<file path="src/verilog/rv_pkg.sv">
`default_nettype none

package rv_pkg;

  localparam int xlen     = 32;
  localparam int num_regs = 32;

  typedef logic [xlen-1:0]             word_t;
  typedef logic [$clog2(num_regs)-1:0] reg_addr_t;
  typedef logic [6:0]                  opcode_t;
  typedef logic [2:0]                  funct3_t;

  // Major opcodes kept by this core
  localparam opcode_t op_lui     = 7'b0110111;
  localparam opcode_t op_reg_imm = 7'b0010011;
  localparam opcode_t op_reg_reg = 7'b0110011;
  localparam opcode_t op_branch  = 7'b1100011;
  localparam opcode_t op_jal     = 7'b1101111;
  localparam opcode_t op_store   = 7'b0100011;
  localparam opcode_t op_system  = 7'b1110011;

  localparam logic [6:0] funct7_alt = 7'b0100000; // SUB and SRA/SRAI

  // ALU class funct3
  localparam funct3_t f3_add  = 3'b000;
  localparam funct3_t f3_sll  = 3'b001;
  localparam funct3_t f3_slt  = 3'b010;
  localparam funct3_t f3_sltu = 3'b011;
  localparam funct3_t f3_xor  = 3'b100;
  localparam funct3_t f3_sr   = 3'b101; // SRL or SRA, split by funct7
  localparam funct3_t f3_or   = 3'b110;
  localparam funct3_t f3_and  = 3'b111;

  // Branch conditions
  localparam funct3_t f3_beq  = 3'b000;
  localparam funct3_t f3_bne  = 3'b001;
  localparam funct3_t f3_blt  = 3'b100;
  localparam funct3_t f3_bge  = 3'b101;
  localparam funct3_t f3_bltu = 3'b110;
  localparam funct3_t f3_bgeu = 3'b111;

  localparam funct3_t f3_sw   = 3'b010; // Only word stores

  typedef enum logic [3:0] {
    alu_add,
    alu_sub,
    alu_sll,
    alu_slt,
    alu_sltu,
    alu_xor,
    alu_srl,
    alu_sra,
    alu_or,
    alu_and
  } alu_op_t;

  typedef enum logic [1:0] {
    wb_alu,
    wb_imm,  // LUI upper immediate
    wb_link  // JAL return address
  } wb_sel_t;

  localparam word_t insn_step = 32'd4;
  localparam word_t nop_insn  = 32'h00000013; // ADDI x0,x0,0

endpackage

`default_nettype wire

</file>
<file path="src/verilog/reg_file.sv">
`timescale 1ns/10ps
`default_nettype none

module reg_file (
  input  logic              clk,
  input  logic              rst,
  input  logic              we,
  input  rv_pkg::reg_addr_t rd,
  input  rv_pkg::word_t     rd_data,
  input  rv_pkg::reg_addr_t rs1,
  output rv_pkg::word_t     rs1_data,
  input  rv_pkg::reg_addr_t rs2,
  output rv_pkg::word_t     rs2_data
);
  import rv_pkg::*;

  // x0 has no storage behind it
  word_t regs [1:num_regs-1];

  always_ff @(posedge clk or posedge rst) begin
    if (rst) begin
      for (int i = 1; i < num_regs; i++) begin
        regs[i] <= '0;
      end
    end else if (we && (rd != '0)) begin
      regs[rd] <= rd_data;
    end
  end

  // Combinational reads, x0 forced to zero
  assign rs1_data = (rs1 == '0) ? '0 : regs[rs1];
  assign rs2_data = (rs2 == '0) ? '0 : regs[rs2];

endmodule

`default_nettype wire

</file>
<file path="src/verilog/insn_decode.sv">
`timescale 1ns/10ps
`default_nettype none

module insn_decode (
  input  rv_pkg::word_t     insn,
  output rv_pkg::reg_addr_t rs1,
  output rv_pkg::reg_addr_t rs2,
  output rv_pkg::reg_addr_t rd,
  output rv_pkg::funct3_t   funct3,
  output rv_pkg::word_t     imm_i,
  output rv_pkg::word_t     imm_s,
  output rv_pkg::word_t     imm_b,
  output rv_pkg::word_t     imm_j,
  output rv_pkg::word_t     imm_u,
  output rv_pkg::alu_op_t   alu_op,
  output logic              use_imm,
  output rv_pkg::wb_sel_t   wb_sel,
  output logic              reg_we,
  output logic              is_branch,
  output logic              is_jal,
  output logic              is_store,
  output logic              is_halt
);
  import rv_pkg::*;

  opcode_t    opcode;
  logic [6:0] funct7;
  logic       alt;

  // Shared by the register-immediate and register-register classes
  function automatic alu_op_t f3_to_op(funct3_t f3, logic sub_sra);
    alu_op_t op;
    case (f3)
      f3_add:  op = sub_sra ? alu_sub : alu_add;
      f3_sll:  op = alu_sll;
      f3_slt:  op = alu_slt;
      f3_sltu: op = alu_sltu;
      f3_xor:  op = alu_xor;
      f3_sr:   op = sub_sra ? alu_sra : alu_srl;
      f3_or:   op = alu_or;
      default: op = alu_and;
    endcase
    return op;
  endfunction

  assign opcode = insn[6:0];
  assign rd     = insn[11:7];
  assign funct3 = insn[14:12];
  assign rs1    = insn[19:15];
  assign rs2    = insn[24:20];
  assign funct7 = insn[31:25];
  assign alt    = (funct7 == funct7_alt);

  // Sign-extended immediates, insn[31] is always the sign
  assign imm_i = {{20{insn[31]}}, insn[31:20]};
  assign imm_s = {{20{insn[31]}}, insn[31:25], insn[11:7]};
  assign imm_b = {{19{insn[31]}}, insn[31], insn[7], insn[30:25], insn[11:8], 1'b0};
  assign imm_j = {{11{insn[31]}}, insn[31], insn[19:12], insn[20], insn[30:21], 1'b0};
  assign imm_u = {insn[31:12], 12'b0};

  always_comb begin
    alu_op    = alu_add;
    use_imm   = 1'b0;
    wb_sel    = wb_alu;
    reg_we    = 1'b0;
    is_branch = 1'b0;
    is_jal    = 1'b0;
    is_store  = 1'b0;
    is_halt   = 1'b0;
    case (opcode)
      op_lui: begin
        wb_sel = wb_imm;
        reg_we = 1'b1;
      end
      op_reg_imm: begin
        // ADDI has no SUB form, only the shift takes funct7
        alu_op  = f3_to_op(funct3, alt && (funct3 == f3_sr));
        use_imm = 1'b1;
        reg_we  = 1'b1;
      end
      op_reg_reg: begin
        alu_op = f3_to_op(funct3, alt);
        reg_we = 1'b1;
      end
      op_branch: is_branch = 1'b1;
      op_jal: begin
        is_jal = 1'b1;
        wb_sel = wb_link;
        reg_we = 1'b1;
      end
      op_store:  is_store = (funct3 == f3_sw);
      op_system: is_halt  = (insn[31:7] == '0); // ECALL
      default: ; // Unknown opcodes do nothing
    endcase
  end

endmodule

`default_nettype wire

</file>
<file path="src/verilog/alu.sv">
`timescale 1ns/10ps
`default_nettype none

module alu (
  input  rv_pkg::alu_op_t op,
  input  rv_pkg::word_t   a,
  input  rv_pkg::word_t   b,
  output rv_pkg::word_t   result
);
  import rv_pkg::*;

  logic [4:0] shamt;
  logic       lt_signed;
  logic       lt_unsigned;

  assign shamt       = b[4:0];
  assign lt_signed   = $signed(a) < $signed(b);
  assign lt_unsigned = a < b;

  always_comb begin
    case (op)
      alu_add:  result = a + b;
      alu_sub:  result = a - b;
      alu_sll:  result = a << shamt;
      alu_slt:  result = {{(xlen-1){1'b0}}, lt_signed};
      alu_sltu: result = {{(xlen-1){1'b0}}, lt_unsigned};
      alu_xor:  result = a ^ b;
      alu_srl:  result = a >> shamt;
      alu_sra:  result = word_t'($signed(a) >>> shamt); // Sign bit fills from the left
      alu_or:   result = a | b;
      alu_and:  result = a & b;
      default:  result = '0;
    endcase
  end

endmodule

`default_nettype wire

</file>
<file path="src/verilog/branch_unit.sv">
`timescale 1ns/10ps
`default_nettype none

module branch_unit (
  input  rv_pkg::word_t   pc,
  input  rv_pkg::word_t   rs1_data,
  input  rv_pkg::word_t   rs2_data,
  input  rv_pkg::funct3_t funct3,
  input  logic            is_branch,
  input  logic            is_jal,
  input  logic            halt,
  input  rv_pkg::word_t   imm_b,
  input  rv_pkg::word_t   imm_j,
  output rv_pkg::word_t   next_pc,
  output rv_pkg::word_t   link
);
  import rv_pkg::*;

  logic cond;
  logic taken;

  always_comb begin
    case (funct3)
      f3_beq:  cond = (rs1_data == rs2_data);
      f3_bne:  cond = (rs1_data != rs2_data);
      f3_blt:  cond = $signed(rs1_data) < $signed(rs2_data);
      f3_bge:  cond = $signed(rs1_data) >= $signed(rs2_data);
      f3_bltu: cond = rs1_data < rs2_data;
      f3_bgeu: cond = rs1_data >= rs2_data;
      default: cond = 1'b0; // Reserved encodings fall through
    endcase
  end

  assign taken = is_branch && cond;
  assign link  = pc + insn_step;

  // Halt wins, so the ECALL repeats forever
  always_comb begin
    if (halt) begin
      next_pc = pc;
    end else if (is_jal) begin
      next_pc = pc + imm_j;
    end else if (taken) begin
      next_pc = pc + imm_b;
    end else begin
      next_pc = link;
    end
  end

endmodule

`default_nettype wire

</file>
<file path="src/verilog/rv_core.sv">
`timescale 1ns/10ps
`default_nettype none

module rv_core (
  input  logic          clk,
  input  logic          rst,
  input  rv_pkg::word_t insn,
  output rv_pkg::word_t pc,
  output rv_pkg::word_t store_addr,
  output rv_pkg::word_t store_data,
  output logic          store_we,
  output logic          halt
);
  import rv_pkg::*;

  word_t     exec_insn;
  reg_addr_t rs1;
  reg_addr_t rs2;
  reg_addr_t rd;
  funct3_t   funct3;
  word_t     imm_i;
  word_t     imm_s;
  word_t     imm_b;
  word_t     imm_j;
  word_t     imm_u;
  alu_op_t   alu_op;
  logic      use_imm;
  wb_sel_t   wb_sel;
  logic      reg_we;
  logic      is_branch;
  logic      is_jal;
  logic      is_store;
  logic      is_halt;
  logic      rf_we;
  word_t     rd_data;
  word_t     rs1_data;
  word_t     rs2_data;
  word_t     alu_b;
  word_t     alu_result;
  word_t     next_pc;
  word_t     link;

  // A NOP is executed while in reset
  assign exec_insn = rst ? nop_insn : insn;

  insn_decode decode_i (
    .insn      (exec_insn),
    .rs1       (rs1),
    .rs2       (rs2),
    .rd        (rd),
    .funct3    (funct3),
    .imm_i     (imm_i),
    .imm_s     (imm_s),
    .imm_b     (imm_b),
    .imm_j     (imm_j),
    .imm_u     (imm_u),
    .alu_op    (alu_op),
    .use_imm   (use_imm),
    .wb_sel    (wb_sel),
    .reg_we    (reg_we),
    .is_branch (is_branch),
    .is_jal    (is_jal),
    .is_store  (is_store),
    .is_halt   (is_halt)
  );

  assign rf_we    = reg_we && !rst;
  assign store_we = is_store && !rst;
  assign halt     = is_halt && !rst;

  reg_file regs_i (
    .clk      (clk),
    .rst      (rst),
    .we       (rf_we),
    .rd       (rd),
    .rd_data  (rd_data),
    .rs1      (rs1),
    .rs1_data (rs1_data),
    .rs2      (rs2),
    .rs2_data (rs2_data)
  );

  assign alu_b = use_imm ? imm_i : rs2_data;

  alu alu_i (
    .op     (alu_op),
    .a      (rs1_data),
    .b      (alu_b),
    .result (alu_result)
  );

  branch_unit branch_i (
    .pc        (pc),
    .rs1_data  (rs1_data),
    .rs2_data  (rs2_data),
    .funct3    (funct3),
    .is_branch (is_branch),
    .is_jal    (is_jal),
    .halt      (halt),
    .imm_b     (imm_b),
    .imm_j     (imm_j),
    .next_pc   (next_pc),
    .link      (link)
  );

  always_comb begin
    case (wb_sel)
      wb_imm:  rd_data = imm_u;
      wb_link: rd_data = link;
      default: rd_data = alu_result;
    endcase
  end

  // SW address and data straight from the register file
  assign store_addr = rs1_data + imm_s;
  assign store_data = rs2_data;

  always_ff @(posedge clk or posedge rst) begin
    if (rst) begin
      pc <= '0;
    end else begin
      pc <= next_pc;
    end
  end

endmodule

`default_nettype wire

</file>
<file path="config.mk">
export PLATFORM = sky130hd
export DESIGN_NAME = rv_core
export DESIGN_NICKNAME = d
export VERILOG_FILES = /design/src/verilog/rv_pkg.sv /design/src/verilog/reg_file.sv /design/src/verilog/insn_decode.sv /design/src/verilog/alu.sv /design/src/verilog/branch_unit.sv /design/src/verilog/rv_core.sv
export SDC_FILE = /design/constraint.sdc
export NUM_CORES = 2
export LEC_CHECK = 0
export BUFFER_PORTS_ARGS = -buffer_cell sky130_fd_sc_hd__clkbuf_2
export CAP_MARGIN = 40
export CORE_MARGIN = 2
export CORE_UTILIZATION = 25
export DETAILED_ROUTE_END_ITERATION = 10
export GPL_TIMING_DRIVEN = 0
export MAX_ROUTING_LAYER = met4
export PLACE_DENSITY_LB_ADDON = 0.15
export SYNTH_ARGS = -nofsm -noshare
export SYNTH_HDL_FRONTEND = slang
export SYNTH_HIERARCHICAL = 1
export SYNTH_SLANG_ARGS = --single-unit
</file>
<file path="constraint.sdc">
create_clock -name clk -period 50.5 [get_ports clk]
set_input_delay 0 -clock clk [delete_from_list [all_inputs] [get_ports clk]]
set_output_delay 0 -clock clk [all_outputs]
set_load 0.1 [all_outputs]
</file>
# ---- Word-level counts from Yosys, hierarchy flattened
# Cells that the tools add are included.
# Widths: inputs -> output; s select.
dict set report op_classes {
  addsub 6
  order_cmp 10
  eq_ne 28
  shifts 3
  n_mux 32
  bitwise 6
  reduce_logical 15
}
# op n
set ops {}
lappend ops {{$bwmux 992} 1}
lappend ops {{$mux 32} 11}
lappend ops {{$bmux 32 s5} 2}
lappend ops {{$pmux 32 s10} 1}
lappend ops {{$demux 32 s5} 1}
lappend ops {{$add 32x32->32} 4}
lappend ops {{$lt 32x32->1} 4}
lappend ops {{$ge 32x32->1} 2}
lappend ops {{$pmux 32 s2} 1}
lappend ops {{$pmux 4 s7} 2}
lappend ops {{$add 32x3->32 const B} 1}
lappend ops {{$and 32x32->32} 1}
lappend ops {{$eq 32x32->1} 1}
lappend ops {{$ne 32x32->1} 1}
lappend ops {{$or 32x32->32} 1}
lappend ops {{$shl 32x5->32} 1}
lappend ops {{$shr 32x5->32} 1}
lappend ops {{$sshr 32x5->32} 1}
lappend ops {{$sub 32x32->32} 1}
lappend ops {{$xor 32x32->32} 1}
lappend ops {{$eq 7x6->1 const B} 4}
lappend ops {{$logic_not 25->1} 1}
lappend ops {{$eq 7x7->1 const B} 3}
lappend ops {{$ge 6x6->1 const B} 3}
lappend ops {{23 further kinds} 50}
dict set report word_totals {
  ff_bits 1024
  input_bits 34
  output_inout_bits 98
  elab_cells 132
}

# ---- Logic depth before layout (Yosys ltp)
dict set report logic_depth {
  ltp_word 11
  mapped_depth 32
  depth_no_buf 22
}

# ---- Hierarchy
# Netlist, hierarchy kept.
# module n_inst cells_per_inst area_each_um2 seq_area_each_um2
set by_module_without_submodules {}
lappend by_module_without_submodules {reg_file 1 3766 53456.3 24823.8}
lappend by_module_without_submodules {alu 1 1181 8359.3 0.0}
lappend by_module_without_submodules {branch_unit 1 782 5532.8 0.0}
lappend by_module_without_submodules {rv_core 1 473 3839.9 800.8}
lappend by_module_without_submodules {insn_decode 1 222 1595.3 0.0}

# ---- Least setup slack after synthesis
# No wires, ideal clock.
dict set report synth_timing {
  kind {input to register}
  start {input rst}
  end {register regs_i/regs[478] in the netlist's numbering}
  setup_time_ns 0.065
  arrival_ns 8.183
  t_required_ns 50.435
  slack_ns 42.252
  stages 32
  path_buffers 12
  cell_sequence {clkbuf_1 -> nor2b_1 -> buf_4 -> buf_4 -> buf_4 -> buf_4 -> buf_4 -> buf_2 -> nor2_1 -> a21oi_1 -> a21oi_1 -> o21ai_0 -> mux2_2 -> inv_1 -> buf_2 -> buf_1 -> buf_1 -> ha_1 -> buf_2 -> o21bai_1 -> nand3b_1 -> a311oi_1 -> o21ai_1 -> a311oi_2 -> a2111oi_0 -> or2_1 -> mux2_4 -> o221ai_2 -> nand2_1 -> o21ai_0 -> clkbuf_1 -> mux2_2}
}
dict set report synth_between {
  elab_chain_len 11
  word_cells_on_any_way 71
  classes_between {add/sub: 2; order compare: 2; eq/ne: 22; shift: 3; mux: 25; bitwise: 6; reduce/logical: 11}
}
# element line
set synth_rtl {}
lappend synth_rtl {{start: declaration} rv_core.sv:6} ;# input logic rst,
lappend synth_rtl {{$mux 32 (*)} rv_core.sv:44} ;# assign exec_insn = rst ? nop_insn : insn;
lappend synth_rtl {{named net exec_insn[20]} rv_core.sv:16} ;# word_t exec_insn;
lappend synth_rtl {{$not 5->6 (not written as such)} reg_file.sv:32} ;# assign rs2_data = (rs2 == '0) ? '0 : regs[rs2];
lappend synth_rtl {{$bmux 32 s5} reg_file.sv:32}
lappend synth_rtl {{$mux 32 (not written as such) (2 in series)} reg_file.sv:32}
lappend synth_rtl {{$mux 32 (*)} reg_file.sv:32}
lappend synth_rtl {{named net store_data[2]} rv_core.sv:10} ;# output rv_pkg::word_t store_data,
lappend synth_rtl {{$mux 32 (*)} rv_core.sv:83} ;# assign alu_b = use_imm ? imm_i : rs2_data;
lappend synth_rtl {{named net alu_b[2]} rv_core.sv:38} ;# word_t alu_b;
lappend synth_rtl {{$sub 32x32->32 (tied with other cells)} alu.sv:23} ;# alu_sub: result = a - b;
lappend synth_rtl {{$pmux 32 s10 (*)} alu.sv:21} ;# case (op)
lappend synth_rtl {{named net alu_result[30]} rv_core.sv:39} ;# word_t alu_result;
lappend synth_rtl {{$pmux 32 s2 (*)} rv_core.sv:107} ;# case (wb_sel)
lappend synth_rtl {{named net rd_data[30]} rv_core.sv:35} ;# word_t rd_data;
lappend synth_rtl {{$bwmux 992 (*)} reg_file.sv:26} ;# regs[rd] <= rd_data;
lappend synth_rtl {{end signal: indexed assignment} reg_file.sv:26}
lappend synth_rtl {{end: declaration} reg_file.sv:18} ;# word_t regs [1:num_regs-1];
# Mark *: on every way through the listed nets, which the timed path passes. The rest lies on a longest branch. The select of a mux whose other input is x is not followed.
# A chain may end at the register's enable or synchronous reset.

# ---- Final worst setup path
dict set report layout_timing {
  start {input rst}
  end {register regs_i/regs[414] in the netlist's numbering}
}
dict set report layout_between {
  elab_chain_len 11
  word_cells_on_any_way 71
  classes_between {add/sub: 2; order compare: 2; eq/ne: 22; shift: 3; mux: 25; bitwise: 6; reduce/logical: 11}
}
# element line
set layout_rtl {}
lappend layout_rtl {{$mux 32 (*)} rv_core.sv:44}
lappend layout_rtl {{named net exec_insn[20]} rv_core.sv:16}
lappend layout_rtl {{$not 5->6 (not written as such)} reg_file.sv:32}
lappend layout_rtl {{$bmux 32 s5} reg_file.sv:32}
lappend layout_rtl {{$mux 32 (not written as such) (2 in series)} reg_file.sv:32}
lappend layout_rtl {{$mux 32 (*)} reg_file.sv:32}
lappend layout_rtl {{$mux 32 (*)} rv_core.sv:83}
lappend layout_rtl {{named net alu_b[2]} rv_core.sv:38}
lappend layout_rtl {{$sub 32x32->32 (tied with other cells)} alu.sv:23}
lappend layout_rtl {{$pmux 32 s10 (*)} alu.sv:21}
lappend layout_rtl {{named net alu_result[30]} rv_core.sv:39}
lappend layout_rtl {{$pmux 32 s2 (*)} rv_core.sv:107}
lappend layout_rtl {{named net rd_data[30]} rv_core.sv:35}
lappend layout_rtl {{$bwmux 992 (*)} reg_file.sv:26}
# Marks and branches as above.

==> out/metrics.yaml <==
sta:
  setup_viol: 0
  setup_slack_ns: 38.51
  final_hold_viol_count: 0
  timing.final.crit_share_pct: 23.7
  finalMaxSlewViolations: 0
  skew_ns: 0.0780
  max_freq_mhz: 83.4
  rsz0062_at_grt: "false"
  whs_ns: 0.232
  min_period_ns: 11.99
  fin_setup_tns_ns: 0
  worst_pin_slew_ns: 1.02
  relSlewSlack_pct: 31.4
power:
  combPwrFrac_pct: 33.8
  pwr-share-clk_pct: 32.4
  seqPwrFrac_pct: 33.8
  internal_power_mw: 1.68
  worst_ir_drop_vdd_mv: 0.0361
  total_power_mw: 2.75
  swShare_pct: 39.2
  p_per_area_mw_per_mm2: 32.1
  leakage_nw: 37.6
  switchingPower_mw: 1.08
setup_path:
  end_kind: "register"
  cp.arrival_ns: 12.68
  critPathMaxStageDelay_ns: 0.80
  critical_path.max_fanout: 11
  cp_num_buf_inv: 17
  cp_top_family: "buffers and inverters"
  critical_path_class: "in -> reg"
  critPathLaunchType: "input pin"
  reg2reg_from: "regs_i/regs[962]"
  required_ns: 51.19
  crit_slowest_cell: "a311oi_1"
  cp-startpoint: "rst"
  crit_top_cell: "buf_4"
synth:
  ys_top_cells_by_area: "dfrtp_1, mux2_2, mux4_2, ha_1, mux2i_1"
  yosys_warnings: 6
  syn-instance-count: 6424
  ys.flop_type: "dfrtp_1"
  syn_area_per_cell_um2: 11.3
  ys_ff_latch: 1024
  synthesis.area_mm2: 0.0728
  synth_top_area_cell: "dfrtp_1"
  ys_seq_area_share_pct: 35.2
  async_flop_share_pct: 100
  synth_edf_count: 0
  post-synth-top-area-fraction_pct: 35.2
  synth_cell_types: 111
final_layout:
  final_core_util_pct: 29.5
  fin_nets: 7213
  syn2layout_area_growth_pct: 17.8
  drive_gt1_share_pct: 36.8
detailed_routing:
  vias_per_cell: 5.53
  drc: 0
  vias: 60600
  antenna_left: 0
  wl_per_cell_um: 35.3
  wl_mm: 387
  drtPass1Iterations: 6
  drt_iter0_drc: 6450
status:
  status: "finished clean"
die:
  fp.dieH_um: 544
  coreArea_mm2: 0.290
  io_pins: 132
  die_area_mm2: 0.295
  die_x_um: 544
  rows: 198
  initial_utilization_pct: 25.1
cts:
  cts_buffers: 120
  insertion_delay_ns: 0.82
  cts_buffer_depth: 3
  cts_tree: "built"
  path_clk_slew_ns: 0.07
  postCtsSetupBuffers: 0
  root_buffer: "clkbuf_16"
  cts_sinks: 1024
  htreeDepth: 3
global_route:
  grt_max_degree: 119
  grt_antenna_before_repair: 12
  grt_pass1_vias: 59800
  groute.usage.overall_pct: 26.4
  overflow: 0
  grt_pass1_wl_mm: 521
placed_design:
  dp_hpwl_mm: 306
  portBuffers: 131
  place.gp.congestion: 1.02
  post-place-ws_ns: 38.73
min_path:
  min_path_type: "in -> reg"
  min-delay-start: "insn[21]"
job:
  maxCapViolations: 0
timing repair:
action | in CTS | in global routing
endpoints found under the hold margin | 188 | 0
hold buffers | 2 | 0
setup endpoints to repair | 0 | 0
gates resized for setup | 0 | 0
cells in the final DEF (no fill, tap or decap), drive strengths merged, types with 73 or more instances in the layout:
| master | n |
|---|---|
| buf | 680 |
| mux4 | 467 |
| nand2 | 391 |
| ha | 227 |
| mux2i | 198 |
| nand3 | 94 |
| nor2 | 290 |
| inv | 170 |
| dfrtp | 1024 |
| clkbuf | 613 |
| a221oi | 73 |
| mux2 | 1117 |
| o21ai | 239 |
| xnor2 | 83 |
| nor2b | 110 |
| nor3 | 92 |
| a21oi | 305 |
| o211ai | 76 |
per-stage QoR:
stage | instances | cell area, um^2
global placement | 10500 | 78400
global route | 10900 | 85700
detailed placement | 10700 | 81700
finish | 11000 | 85800
CTS | 10900 | 85700
floorplan | 6437 | 72800
layer usage:
layer	GRT usage, %	wire length, um
met3	5.82	30700
met4	14.7	25700
met1	33.4	162000
met2	38.9	169000
met5	-	0
cells in the mapped netlist, types with 13 or more instances:
cell type  number
nor2_1        290
a221oi_1       73
dfrtp_1      1024
nand4_1        31
nand3b_1       13
inv_1         167
xnor2_1        83
o211ai_1       72
a311oi_1       13
o221ai_1       28
mux2i_1       198
and3_1         31
buf_6          16
nor3_1         91
o21ai_0       217
and2_1         15
mux2_2       1111
nand2b_1       29
a21oi_1       301
o21ai_1        21
nand2_1       390
a21o_1         61
clkbuf_1      292
o21a_1         30
a211o_1        13
buf_2         120
buf_1          75
nand3_1        94
nor2b_1       109
xor2_1         35
o21bai_1       32
o32a_1         14
nor4_1         17
a211oi_1       50
o31ai_1        20
mux4_2        458
a31oi_1        31
o22ai_1        29
buf_4         214
a22oi_1        59
or3_1          25
ha_1          227
worst reg2reg max path: stages (launching register included):
cell       delay [ns]
dfrtp_1          0.41
mux2_2           0.28
a221oi_1         0.39
nor3_1           0.09
a21oi_1          0.51
o21ai_2          0.16
buf_8            0.20
mux2_2           0.34
inv_1            0.11
buf_2            0.31
buf_1            0.58
buf_1            0.70
ha_1             0.38
buf_2            0.18
o21bai_1         0.22
nand3b_1         0.13
a311oi_1         0.80
o21ai_1          0.41
a311oi_2         0.53
a2111oi_0        0.18
or2_1            0.33
mux2_4           0.32
o221ai_2         0.34
nand2_1          0.09
o21ai_0          0.28
buf_4            0.28
clkbuf_1         0.58
mux2_2           0.29
registers in the layout, summed over array words and instances (netlist names):
signal / flops
regs_i/regs: 992
pc: 32
power groups by stage:
stage          clock network, mW  registers [mW]  logic [mW]
3_5_place_dp                   0           0.944       0.909
3_3_place_gp                   0           0.945       0.871
2_1_floorplan                  0           0.953       0.509
4_1_cts                    0.910           0.930       0.913
5_1_grt                    0.941           0.938       0.962
6_report                   0.893           0.932       0.930
path summary, 6_finish.rpt:
path	cells after the start	slack [ns]	end
hold reg to reg	1	0.52	regs_i/regs[824]
hold / removal	9	0.23	pc[1]
setup / recovery	36	38.51	regs_i/regs[414]
min in group asynchronous	4	0.38	pc[4]
max in group asynchronous	7	47.85	regs_i/regs[772]
setup reg to reg	27	40.96	regs_i/regs[414]
logic make-up after synthesis:
kind of cell	count (synthesis)	share of synthesized area (%)
compound gates	1191	11.0
xor+xnor	118	1.42
fa+ha+maj	232	4.04
buf+inv	891	6.10
flops	1024	35.2
mux	1782	34.5
other cells	1	0.00515
simple gates	1185	7.69
layout make-up:
cell class,count,area (um^2)
Antenna cell,15,37.5
Buffer,720,3810
Clock buffer,188,3590
Clock inverter,30,374
Fill cell,30200,205000
Inverter,171,649
Multi-Input combinational cell,4522,43000
Sequential cell,1024,25600
Tap cell,3900,4880
Timing Repair Buffer,388,3810
(Power assumes the default switching activity.)
